==> config.mk <==
export PLATFORM = sky130hd
export DESIGN_NAME = tile_wrapper
export DESIGN_NICKNAME = d
export VERILOG_FILES = /design/src/noc_types_pkg.sv /design/src/tile_bus_pkg.sv /design/src/tile_wrapper.sv /design/src/tile.sv /design/src/tile_bus_regs.sv /design/src/packet_router.sv /design/src/serial_link_rx.sv /design/src/serial_link_tx.sv
export VERILOG_INCLUDE_DIRS = /design/src /design/src/src
export SDC_FILE = /design/constraint.sdc
export NUM_CORES = 2
export LEC_CHECK = 0
export BUFFER_PORTS_ARGS = -buffer_cell sky130_fd_sc_hd__buf_2
export CORE_ASPECT_RATIO = 1.5
export CORE_MARGIN = 4
export CORE_UTILIZATION = 60
export DETAILED_ROUTE_END_ITERATION = 12
export PLACE_DENSITY = 0.77
export SYNTH_ARGS = -nofsm -noshare
export SYNTH_HDL_FRONTEND = slang
export SYNTH_SLANG_ARGS = --single-unit
==> constraint.sdc <==
create_clock -name clk -period 10.8 [get_ports clk]
set_input_delay 3.24 -clock clk [delete_from_list [all_inputs] [get_ports clk]]
set_output_delay 3.24 -clock clk [all_outputs]
set_load 0.05 [all_outputs]
==> src/chiplet_cfg.svh <==
`ifndef CHIPLET_CFG_SVH
`define CHIPLET_CFG_SVH

// grid size and link count per tile.
`define NUM_TILES 4
`define NUM_LINKS 2

// serial link bit period in clock cycles.
`define CLKS_PER_BIT 8

`define RX_FIFO_DEPTH 4

// byte offsets of the tile bus registers.
`define REG_TX_DATA 32'h0000_0000
`define REG_TX_CTRL 32'h0000_0004
`define REG_RX_DATA 32'h0000_0008
`define REG_STATUS  32'h0000_000C

`endif
==> src/noc_types_pkg.sv <==
package noc_types_pkg;

    // bit 0 is the x coordinate, bit 1 the y coordinate.
    typedef logic [1:0] node_id_t;

    typedef logic [31:0] word_t;

    typedef logic [7:0] byte_t;

    // on the wire the header byte carries dest in bits 1:0 and src in bits 3:2.
    // the four payload bytes follow, least significant first.
    typedef struct packed {
        node_id_t dest;
        node_id_t src;
        word_t    payload;
    } pkt_t;

    // where a packet leaves the tile.
    typedef enum logic [1:0] {
        ROUTE_LOCAL,
        ROUTE_X,
        ROUTE_Y
    } route_t;

endpackage

==> src/tile_bus_pkg.sv <==
package tile_bus_pkg;
    import noc_types_pkg::*;

    typedef logic [31:0] addr_t;

    typedef logic [3:0] strobe_t;

    typedef struct packed {
        logic    wen;
        logic    ren;
        addr_t   addr;
        word_t   wdata;
        strobe_t strobe;
    } bus_req_t;

    typedef struct packed {
        word_t rdata;
        logic  error;
        logic  request_stall;
    } bus_rsp_t;

endpackage

==> src/tile_wrapper.sv <==
`timescale 1ns/1ps
`include "chiplet_cfg.svh"

module tile_wrapper
    import noc_types_pkg::*;
    import tile_bus_pkg::*;
(
    input  logic     clk,
    input  logic     rst_n,
    input  bus_req_t bus_req [`NUM_TILES],
    output bus_rsp_t bus_rsp [`NUM_TILES]
);
    logic link_tx [`NUM_TILES][`NUM_LINKS];
    logic link_rx [`NUM_TILES][`NUM_LINKS];

    for (genvar t = 0; t < `NUM_TILES; t++) begin : g_tile
        // the x neighbour differs in id bit 0, the y neighbour in id bit 1.
        assign link_rx[t][0] = link_tx[t ^ 1][0];
        assign link_rx[t][1] = link_tx[t ^ 2][1];

        tile u_tile (
            .clk     (clk),
            .rst_n   (rst_n),
            .my_id   (node_id_t'(t)),
            .bus_req (bus_req[t]),
            .bus_rsp (bus_rsp[t]),
            .link_rx (link_rx[t]),
            .link_tx (link_tx[t])
        );
    end

endmodule

==> src/tile.sv <==
`timescale 1ns/1ps
`include "chiplet_cfg.svh"

module tile
    import noc_types_pkg::*;
    import tile_bus_pkg::*;
(
    input  logic     clk,
    input  logic     rst_n,
    input  node_id_t my_id,
    input  bus_req_t bus_req,
    output bus_rsp_t bus_rsp,
    input  logic     link_rx [`NUM_LINKS],
    output logic     link_tx [`NUM_LINKS]
);
    logic inject_valid;
    pkt_t inject_pkt;
    logic inject_take;
    logic deliver_strobe;
    pkt_t deliver_pkt;
    logic fifo_full;
    logic rx_valid [`NUM_LINKS];
    pkt_t rx_pkt [`NUM_LINKS];
    logic rx_take [`NUM_LINKS];
    logic overrun [`NUM_LINKS];
    logic tx_busy [`NUM_LINKS];
    logic tx_start [`NUM_LINKS];
    pkt_t tx_pkt [`NUM_LINKS];

    tile_bus_regs u_regs (
        .clk            (clk),
        .rst_n          (rst_n),
        .bus_req        (bus_req),
        .bus_rsp        (bus_rsp),
        .my_id          (my_id),
        .inject_valid   (inject_valid),
        .inject_pkt     (inject_pkt),
        .inject_take    (inject_take),
        .deliver_strobe (deliver_strobe),
        .deliver_pkt    (deliver_pkt),
        .fifo_full      (fifo_full),
        .overrun        (overrun)
    );

    packet_router u_router (
        .clk            (clk),
        .rst_n          (rst_n),
        .my_id          (my_id),
        .inject_valid   (inject_valid),
        .inject_pkt     (inject_pkt),
        .inject_take    (inject_take),
        .rx_valid       (rx_valid),
        .rx_pkt         (rx_pkt),
        .rx_take        (rx_take),
        .tx_busy        (tx_busy),
        .tx_start       (tx_start),
        .tx_pkt         (tx_pkt),
        .fifo_full      (fifo_full),
        .deliver_strobe (deliver_strobe),
        .deliver_pkt    (deliver_pkt)
    );

    for (genvar l = 0; l < `NUM_LINKS; l++) begin : g_link
        serial_link_tx u_tx (
            .clk      (clk),
            .rst_n    (rst_n),
            .tx_start (tx_start[l]),
            .tx_pkt   (tx_pkt[l]),
            .tx_busy  (tx_busy[l]),
            .line     (link_tx[l])
        );

        serial_link_rx u_rx (
            .clk      (clk),
            .rst_n    (rst_n),
            .line     (link_rx[l]),
            .rx_valid (rx_valid[l]),
            .rx_pkt   (rx_pkt[l]),
            .rx_take  (rx_take[l]),
            .overrun  (overrun[l])
        );
    end

endmodule

==> src/tile_bus_regs.sv <==
`timescale 1ns/1ps
`include "chiplet_cfg.svh"

module tile_bus_regs
    import noc_types_pkg::*;
    import tile_bus_pkg::*;
(
    input  logic     clk,
    input  logic     rst_n,
    input  bus_req_t bus_req,
    output bus_rsp_t bus_rsp,
    input  node_id_t my_id,
    output logic     inject_valid,
    output pkt_t     inject_pkt,
    input  logic     inject_take,
    input  logic     deliver_strobe,
    input  pkt_t     deliver_pkt,
    output logic     fifo_full,
    input  logic     overrun [`NUM_LINKS]
);
    localparam int PTR_W = $clog2(`RX_FIFO_DEPTH);
    localparam int CNT_W = PTR_W + 1;
    localparam logic [PTR_W-1:0] LAST_PTR = PTR_W'(`RX_FIFO_DEPTH - 1);

    pkt_t             fifo_mem [`RX_FIFO_DEPTH];
    logic [PTR_W-1:0] wr_ptr;
    logic [PTR_W-1:0] rd_ptr;
    logic [CNT_W-1:0] count_q;
    word_t            tx_data_q;
    logic             overrun_q;
    logic             fifo_empty;
    logic             pop;
    logic             ctrl_wr;
    logic             ctrl_stall;
    pkt_t             head;
    word_t            status;

    assign fifo_empty = (count_q == '0);
    assign fifo_full  = (count_q == CNT_W'(`RX_FIFO_DEPTH));
    assign head       = fifo_mem[rd_ptr];
    assign pop        = bus_req.ren && (bus_req.addr == `REG_RX_DATA) && !fifo_empty;
    assign ctrl_wr    = bus_req.wen && (bus_req.addr == `REG_TX_CTRL);
    // a new send waits until the router has taken the pending one.
    assign ctrl_stall = ctrl_wr && inject_valid && !inject_take;

    always_comb begin
        status      = '0;
        status[1:0] = fifo_empty ? 2'b00 : head.src;
        status[6:4] = 3'(count_q);
        status[8]   = inject_valid;
        status[9]   = overrun_q;
    end

    always_comb begin
        bus_rsp               = '0;
        bus_rsp.request_stall = ctrl_stall;
        if (bus_req.ren) begin
            case (bus_req.addr)
                `REG_TX_DATA: bus_rsp.rdata = tx_data_q;
                `REG_TX_CTRL: bus_rsp.rdata = inject_valid ? word_t'(inject_pkt.dest) : '0;
                `REG_RX_DATA: begin
                    if (fifo_empty) begin
                        bus_rsp.error = 1'b1;
                    end else begin
                        bus_rsp.rdata = head.payload;
                    end
                end
                `REG_STATUS: bus_rsp.rdata = status;
                default:     bus_rsp.error = 1'b1;
            endcase
        end else if (bus_req.wen) begin
            bus_rsp.error = !((bus_req.addr == `REG_TX_DATA) || ctrl_wr);
        end
    end

    always_ff @(posedge clk) begin
        if (!rst_n) begin
            tx_data_q    <= '0;
            inject_valid <= 1'b0;
            wr_ptr       <= '0;
            rd_ptr       <= '0;
            count_q      <= '0;
            overrun_q    <= 1'b0;
        end else begin
            if (bus_req.wen && (bus_req.addr == `REG_TX_DATA)) begin
                for (int b = 0; b < 4; b++) begin
                    if (bus_req.strobe[b]) begin
                        tx_data_q[8*b +: 8] <= bus_req.wdata[8*b +: 8];
                    end
                end
            end
            if (ctrl_wr && !ctrl_stall) begin
                inject_valid <= 1'b1;
            end else if (inject_take) begin
                inject_valid <= 1'b0;
            end
            if (deliver_strobe) begin
                wr_ptr <= (wr_ptr == LAST_PTR) ? '0 : wr_ptr + 1'b1;
            end
            if (pop) begin
                rd_ptr <= (rd_ptr == LAST_PTR) ? '0 : rd_ptr + 1'b1;
            end
            count_q   <= count_q + CNT_W'(deliver_strobe) - CNT_W'(pop);
            overrun_q <= overrun_q | overrun[0] | overrun[1];
        end
    end

    always_ff @(posedge clk) begin
        if (ctrl_wr && !ctrl_stall) begin
            inject_pkt.dest    <= bus_req.wdata[1:0];
            inject_pkt.src     <= my_id;
            inject_pkt.payload <= tx_data_q;
        end
        if (deliver_strobe) begin
            fifo_mem[wr_ptr] <= deliver_pkt;
        end
    end

endmodule

==> src/packet_router.sv <==
`timescale 1ns/1ps
`include "chiplet_cfg.svh"

module packet_router
    import noc_types_pkg::*;
(
    input  logic     clk,
    input  logic     rst_n,
    input  node_id_t my_id,
    input  logic     inject_valid,
    input  pkt_t     inject_pkt,
    output logic     inject_take,
    input  logic     rx_valid [`NUM_LINKS],
    input  pkt_t     rx_pkt [`NUM_LINKS],
    output logic     rx_take [`NUM_LINKS],
    input  logic     tx_busy [`NUM_LINKS],
    output logic     tx_start [`NUM_LINKS],
    output pkt_t     tx_pkt [`NUM_LINKS],
    input  logic     fifo_full,
    output logic     deliver_strobe,
    output pkt_t     deliver_pkt
);
    // source 0 is local injection and source l+1 is the receiver of link l.
    localparam int NUM_SRC = `NUM_LINKS + 1;

    pkt_t               src_pkt [NUM_SRC];
    route_t             src_route [NUM_SRC];
    logic [NUM_SRC-1:0] src_valid;
    logic [NUM_SRC-1:0] eligible;
    logic [1:0]         rr_q;
    logic [1:0]         grant_idx;
    logic               grant_any;
    pkt_t               sel_pkt;
    route_t             sel_route;

    // x first, then y.
    function automatic route_t route_of(input node_id_t dest, input node_id_t id);
        if (dest[0] != id[0]) begin
            return ROUTE_X;
        end
        if (dest[1] != id[1]) begin
            return ROUTE_Y;
        end
        return ROUTE_LOCAL;
    endfunction

    always_comb begin
        src_pkt[0]   = inject_pkt;
        src_valid[0] = inject_valid;
        for (int l = 0; l < `NUM_LINKS; l++) begin
            src_pkt[l+1]   = rx_pkt[l];
            src_valid[l+1] = rx_valid[l];
        end
        for (int s = 0; s < NUM_SRC; s++) begin
            src_route[s] = route_of(src_pkt[s].dest, my_id);
            case (src_route[s])
                ROUTE_X: eligible[s] = src_valid[s] && !tx_busy[0];
                ROUTE_Y: eligible[s] = src_valid[s] && !tx_busy[1];
                default: eligible[s] = src_valid[s] && !fifo_full;
            endcase
        end
    end

    // first eligible source at or after the round-robin pointer.
    always_comb begin
        int idx;
        grant_any = 1'b0;
        grant_idx = rr_q;
        for (int k = 0; k < NUM_SRC; k++) begin
            idx = (int'(rr_q) + k) % NUM_SRC;
            if (!grant_any && eligible[idx]) begin
                grant_any = 1'b1;
                grant_idx = 2'(idx);
            end
        end
    end

    assign sel_pkt   = src_pkt[grant_idx];
    assign sel_route = src_route[grant_idx];

    assign inject_take    = grant_any && (grant_idx == 2'd0);
    assign deliver_strobe = grant_any && (sel_route == ROUTE_LOCAL);
    assign deliver_pkt    = sel_pkt;
    assign tx_start[0]    = grant_any && (sel_route == ROUTE_X);
    assign tx_start[1]    = grant_any && (sel_route == ROUTE_Y);

    for (genvar l = 0; l < `NUM_LINKS; l++) begin : g_link
        assign rx_take[l] = grant_any && (grant_idx == 2'(l + 1));
        assign tx_pkt[l]  = sel_pkt;
    end

    always_ff @(posedge clk) begin
        if (!rst_n) begin
            rr_q <= '0;
        end else if (grant_any) begin
            rr_q <= (grant_idx == 2'(NUM_SRC - 1)) ? 2'd0 : grant_idx + 2'd1;
        end
    end

endmodule

==> src/serial_link_rx.sv <==
`timescale 1ns/1ps
`include "chiplet_cfg.svh"

module serial_link_rx
    import noc_types_pkg::*;
(
    input  logic clk,
    input  logic rst_n,
    input  logic line,
    output logic rx_valid,
    output pkt_t rx_pkt,
    input  logic rx_take,
    output logic overrun
);
    localparam int CNT_W = $clog2(`CLKS_PER_BIT);
    localparam logic [CNT_W-1:0] MID_CLK  = CNT_W'(`CLKS_PER_BIT / 2 - 1);
    localparam logic [CNT_W-1:0] LAST_CLK = CNT_W'(`CLKS_PER_BIT - 1);

    typedef enum logic {
        RX_IDLE,
        RX_FRAME
    } rx_state_t;

    rx_state_t        state;
    logic [1:0]       sync_q;
    logic             line_s;
    logic [CNT_W-1:0] clk_cnt;
    logic [3:0]       bit_cnt;
    logic [2:0]       byte_cnt;
    byte_t            byte_q;
    logic [31:0]      asm_q;
    logic             sample;
    logic             frame_end;
    logic             pkt_done;
    logic             hold_full;

    assign line_s    = sync_q[1];
    assign sample    = (state == RX_FRAME) && (clk_cnt == MID_CLK);
    assign frame_end = sample && (bit_cnt == 4'd9);
    assign pkt_done  = frame_end && (byte_cnt == 3'd4);
    assign hold_full = rx_valid && !rx_take;

    always_ff @(posedge clk) begin
        if (!rst_n) begin
            sync_q <= 2'b11;
        end else begin
            sync_q <= {sync_q[0], line};
        end
    end

    // the frame ends at the middle of the stop bit so the next start edge is not missed.
    always_ff @(posedge clk) begin
        if (!rst_n) begin
            state    <= RX_IDLE;
            clk_cnt  <= '0;
            bit_cnt  <= '0;
            byte_cnt <= '0;
        end else begin
            case (state)
                RX_IDLE: begin
                    if (!line_s) begin
                        state   <= RX_FRAME;
                        clk_cnt <= '0;
                        bit_cnt <= '0;
                    end
                end
                default: begin
                    clk_cnt <= (clk_cnt == LAST_CLK) ? '0 : clk_cnt + 1'b1;
                    if (clk_cnt == LAST_CLK) begin
                        bit_cnt <= bit_cnt + 1'b1;
                    end
                    // a start bit that is high again at its middle was a glitch.
                    if (sample && (bit_cnt == 4'd0) && line_s) begin
                        state <= RX_IDLE;
                    end
                    if (frame_end) begin
                        state    <= RX_IDLE;
                        byte_cnt <= pkt_done ? 3'd0 : byte_cnt + 1'b1;
                    end
                end
            endcase
        end
    end

    always_ff @(posedge clk) begin
        if (sample && (bit_cnt != 4'd0) && (bit_cnt != 4'd9)) begin
            byte_q <= {line_s, byte_q[7:1]};
        end
        if (frame_end) begin
            asm_q <= {byte_q, asm_q[31:8]};
        end
        if (pkt_done && !hold_full) begin
            rx_pkt.dest    <= asm_q[1:0];
            rx_pkt.src     <= asm_q[3:2];
            rx_pkt.payload <= {byte_q, asm_q[31:8]};
        end
    end

    always_ff @(posedge clk) begin
        if (!rst_n) begin
            rx_valid <= 1'b0;
            overrun  <= 1'b0;
        end else begin
            overrun <= pkt_done && hold_full;
            if (pkt_done && !hold_full) begin
                rx_valid <= 1'b1;
            end else if (rx_take) begin
                rx_valid <= 1'b0;
            end
        end
    end

endmodule

==> src/serial_link_tx.sv <==
`timescale 1ns/1ps
`include "chiplet_cfg.svh"

module serial_link_tx
    import noc_types_pkg::*;
(
    input  logic clk,
    input  logic rst_n,
    input  logic tx_start,
    input  pkt_t tx_pkt,
    output logic tx_busy,
    output logic line
);
    localparam int CNT_W = $clog2(`CLKS_PER_BIT);
    localparam logic [CNT_W-1:0] LAST_CLK = CNT_W'(`CLKS_PER_BIT - 1);

    logic [39:0]      shift_q;
    logic [CNT_W-1:0] clk_cnt;
    logic [3:0]       bit_cnt;
    logic [2:0]       byte_cnt;
    logic             load;
    logic             bit_end;
    logic             data_next;

    assign load      = tx_start && !tx_busy;
    assign bit_end   = tx_busy && (clk_cnt == LAST_CLK);
    // a data bit follows the start bit and each of the first seven data bits.
    assign data_next = bit_end && (bit_cnt < 4'd8);

    // the header byte goes out first, then the payload from its low byte up.
    always_ff @(posedge clk) begin
        if (load) begin
            shift_q <= {tx_pkt.payload, 4'b0000, tx_pkt.src, tx_pkt.dest};
        end else if (data_next) begin
            shift_q <= {1'b0, shift_q[39:1]};
        end
    end

    always_ff @(posedge clk) begin
        if (!rst_n) begin
            tx_busy  <= 1'b0;
            line     <= 1'b1;
            clk_cnt  <= '0;
            bit_cnt  <= '0;
            byte_cnt <= '0;
        end else if (load) begin
            tx_busy  <= 1'b1;
            line     <= 1'b0;
            clk_cnt  <= '0;
            bit_cnt  <= '0;
            byte_cnt <= '0;
        end else if (tx_busy) begin
            if (!bit_end) begin
                clk_cnt <= clk_cnt + 1'b1;
            end else begin
                clk_cnt <= '0;
                if (bit_cnt == 4'd9) begin
                    bit_cnt <= '0;
                    if (byte_cnt == 3'd4) begin
                        tx_busy <= 1'b0;
                        line    <= 1'b1;
                    end else begin
                        byte_cnt <= byte_cnt + 1'b1;
                        line     <= 1'b0;
                    end
                end else begin
                    bit_cnt <= bit_cnt + 1'b1;
                    line    <= (bit_cnt == 4'd8) ? 1'b1 : shift_q[0];
                end
            end
        end
    end

endmodule

==> reports/qor.txt <==
Required time worst endpoint: 7560 ps
Slew Limit Headroom: 0.1348
Max cap viols: 0
Setup TNS: 0 ps
Total GRT Usage: 0.2680
Worst VDD drop: 177.5 uV
Hold Slack: 406.3 ps
Seq/Total Area, Yosys: 0.7050
Post-synth EDFFs: 1544
Total power: 0.01430 W
IO Pins: 418
Arrival time worst endpoint: 6170 ps
NumNets Final: 6083
Clk Latency, worst-skew pair: 820 ps
Die Height: 449.4 um
Bufs on Longest Clock Path: 3
Row count: 161
Status: finished clean
Grt ovf: 0
Clk slew on worst S/H paths: 60 ps
Static Leak: 29.56 nW
Max Clock Freq: 106.3 MHz
Initial antenna violation count: 3
Critical-path maximum fanout: 33
Routed WL: 182900 um
H-Tree Depth: 4
Synth Area per Inst: 14.77 um2
Post-Route Skew: 31.73 ps
Wirelength per Cell: 24.30 um
Post_cts resized: 0
Ys async rst share: 0
Fin. Hold Viols: 0
Post-Synthesis Cells: 5277
CP Class: input port to output port
Slowest CP cell: nor2_2
Layout cell share with drive strength beyond 1: 0.1675
Worst slack, placed: 1441 ps
Synth warnings: 0
Worst Hold Class: register to register
Vias in the first global route: 46565
Input/output buffers: 417
Pwr Density: 163.7 nW/um2
Pin count of the biggest net entering global routing: 144
CP cell instances: buf_2, nor4_1, nand4_1, or3_1, nor2_2, a222oi_1, nor2_1, buf_2
Setup Buffers After CTS: 0
Part of the cycle the worst path needs: 0.8712
Top FF cell, synth: edfxtp_1
Clock sinks: 1972
Vias/cell: 6.223
CP Launch Type: input port
FF+latch count, synth: 1972
Routed via count: 46845
Slowest cell delay on critical path: 990 ps
Area grow syn2layout: 12.07%
CTS tree: done
Worst setup EP type: output port
Clock buffer count from CTS: 171
Die width: 302.2 um
CTS root buffer: clkbuf_16
Final HPWL DP: 118900 um
Initial DRT Pass Iterations: 8
Final GP Congestion: 0.9420
Crit path time final: 9408 ps
Die ar.: 135800 um2
Post-DRT Antenna Nets: 0
Initial Util: 0.6053
Least-Margin Pin Slew: 1296 ps
Core area: 128700 um2
Most used cell, CP: buf_2
First-pass GRT wire length: 277000 um
Fin worst setup slack: 1392 ps
Post-synth net total: 5695
Endpoints failing setup: 0
Synth cell types: 97
# DRC: 0
Mapped Area: 77920 um2
DR iter-0 viols: 4831
RSZ-0062 raised after global routing: no
Hold Buf Count CTS: 0
Slew Limit Fails: 0
## Yosys cell counts, types with 13 or more instances
master / count / area (um2)
nand4_1: 31 / 193.9
nand3_1: 135 / 675.7
nand3b_1: 24 / 180.2
mux2i_1: 256 / 2562
clkbuf_1: 185 / 694.4
nand2b_1: 60 / 375.4
a22o_1: 298 / 2610
nor4_1: 30 / 187.7
a31oi_1: 15 / 93.84
o21ai_1: 18 / 90.09
buf_2: 39 / 195.2
or3_1: 13 / 81.33
buf_6: 14 / 157.7
nor2_1: 412 / 1546
a21oi_1: 190 / 950.9
buf_4: 17 / 127.6
a222oi_1: 29 / 290.3
o21ai_0: 183 / 915.9
a311oi_1: 20 / 175.2
dfxtp_1: 428 / 8568
nor3_1: 52 / 260.3
and2_1: 46 / 287.8
ha_1: 132 / 1652
mux4_2: 136 / 3063
buf_1: 26 / 97.59
xor2_1: 24 / 210.2
xnor2_1: 21 / 183.9
a22oi_1: 82 / 615.6
edfxtp_1: 1544 / 46360
and3_1: 36 / 225.2
inv_1: 130 / 488.0
nor2b_1: 56 / 350.3
nand2_1: 389 / 1460
## path summary, 6_finish.rpt
| path | to | from | slack [ps] | cells after the start |
|---|---|---|---|---|
| hold / removal | g_tile[2].u_tile.g_link[0].u_rx.rx_pkt[33] | g_tile[2].u_tile.g_link[0].u_rx.asm_q[3] | 410 | 0 |
| setup / recovery | bus_rsp[76] | bus_req[195] | 1390 | 8 |
| setup reg to reg | g_tile[2].u_tile.g_link[1].u_tx.shift_q[2] | g_tile[2].u_tile.g_link[0].u_tx.tx_busy | 5480 | 12 |
| hold reg to reg | g_tile[2].u_tile.g_link[0].u_rx.rx_pkt[33] | g_tile[2].u_tile.g_link[0].u_rx.asm_q[3] | 410 | 0 |
## per-layer routing
layer / GRT usage / share of wire / vias to the layer above
met5: 0 / 0 / -
met3: 0.04386 / 0.071 / 409
met1: 0.3233 / 0.36 / 23445
met2: 0.4785 / 0.53 / 2077
li1: - / - / 20914
met4: 0.1093 / 0.042 / 0
## kinds of logic after synthesis
kind of cell | synth area share
compound gates | 0.08914
xor+xnor | 0.005058
fa+ha+maj | 0.02261
buf+inv | 0.02274
flops | 0.7050
mux | 0.07422
simple gates | 0.08122
## cells in the final DEF (no fill, tap or decap), types with 46 or more instances in the layout
master,instances
nor2b_1,49
nand3_1,135
inv_1,130
nor3_1,49
clkbuf_1,50
buf_4,80
nand2_1,389
nand2b_1,60
a21oi_1,187
buf_2,416
a22o_1,298
o21ai_0,182
ha_1,132
clkbuf_16,172
a22oi_1,82
dfxtp_1,424
nor2_1,395
mux2i_1,256
edfxtp_1,1544
mux4_2,136
and2_1,46
## registers in the layout, summed over array words and instances (netlist names), 16 cells and up, named ones only
register	count
g_tile.u_tile.g_link.u_rx.clk_cnt	24
g_tile.u_tile.g_link.u_rx.rx_pkt	288
g_tile.u_tile.g_link.u_rx.byte_q	64
g_tile.u_tile.g_link.u_rx.sync_q	16
g_tile.u_tile.g_link.u_rx.asm_q	224
g_tile.u_tile.g_link.u_rx.bit_cnt	32
g_tile.u_tile.g_link.u_tx.byte_cnt	24
g_tile.u_tile.u_regs.inject_pkt	136
g_tile.u_tile.g_link.u_rx.byte_cnt	24
g_tile.u_tile.g_link.u_tx.bit_cnt	32
g_tile.u_tile.u_regs.fifo_mem	544
g_tile.u_tile.g_link.u_tx.clk_cnt	24
g_tile.u_tile.u_regs.tx_data_q	128
g_tile.u_tile.g_link.u_tx.shift_q	320
## through the flow
step           area, um2  instances    util
3_5_place_dp       81740       7203  0.6350
5_1_grt            87320       7528  0.6784
3_3_place_gp       81740       7203  0.6350
2_1_floorplan      77920       5277       -
4_1_cts            87320       7525  0.6783
6_report           87320       7528  0.6784
## power breakdown
part / switching [W] / total (W) / internal (W)
registers: 0.0000000180 / 0.00806 / 0.00806
logic: 0.0000617 / 0.000104 / 0.0000422
clock network: 0.00272 / 0.00613 / 0.00341
## worst max-delay path: cells and delay by family
kind            cells  cell delay [ps]
compound gates      1              320
simple gates        5             2200
buf+inv             2              400
## area by class of cell
| type | count | area, um2 |
|---|---|---|
| diodes | 3 | 7.507 |
| clock buffers | 231 | 4616 |
| clock inverters | 91 | 960.9 |
| fillers | 8535 | 41400 |
| inverters | 133 | 506.7 |
| multi-input cells | 2891 | 21470 |
| flip-flops and latches | 1972 | 54940 |
| well taps | 1711 | 2141 |
| repair buffers | 496 | 2683 |
No activity file was read; power rests on OpenSTA's default activity.
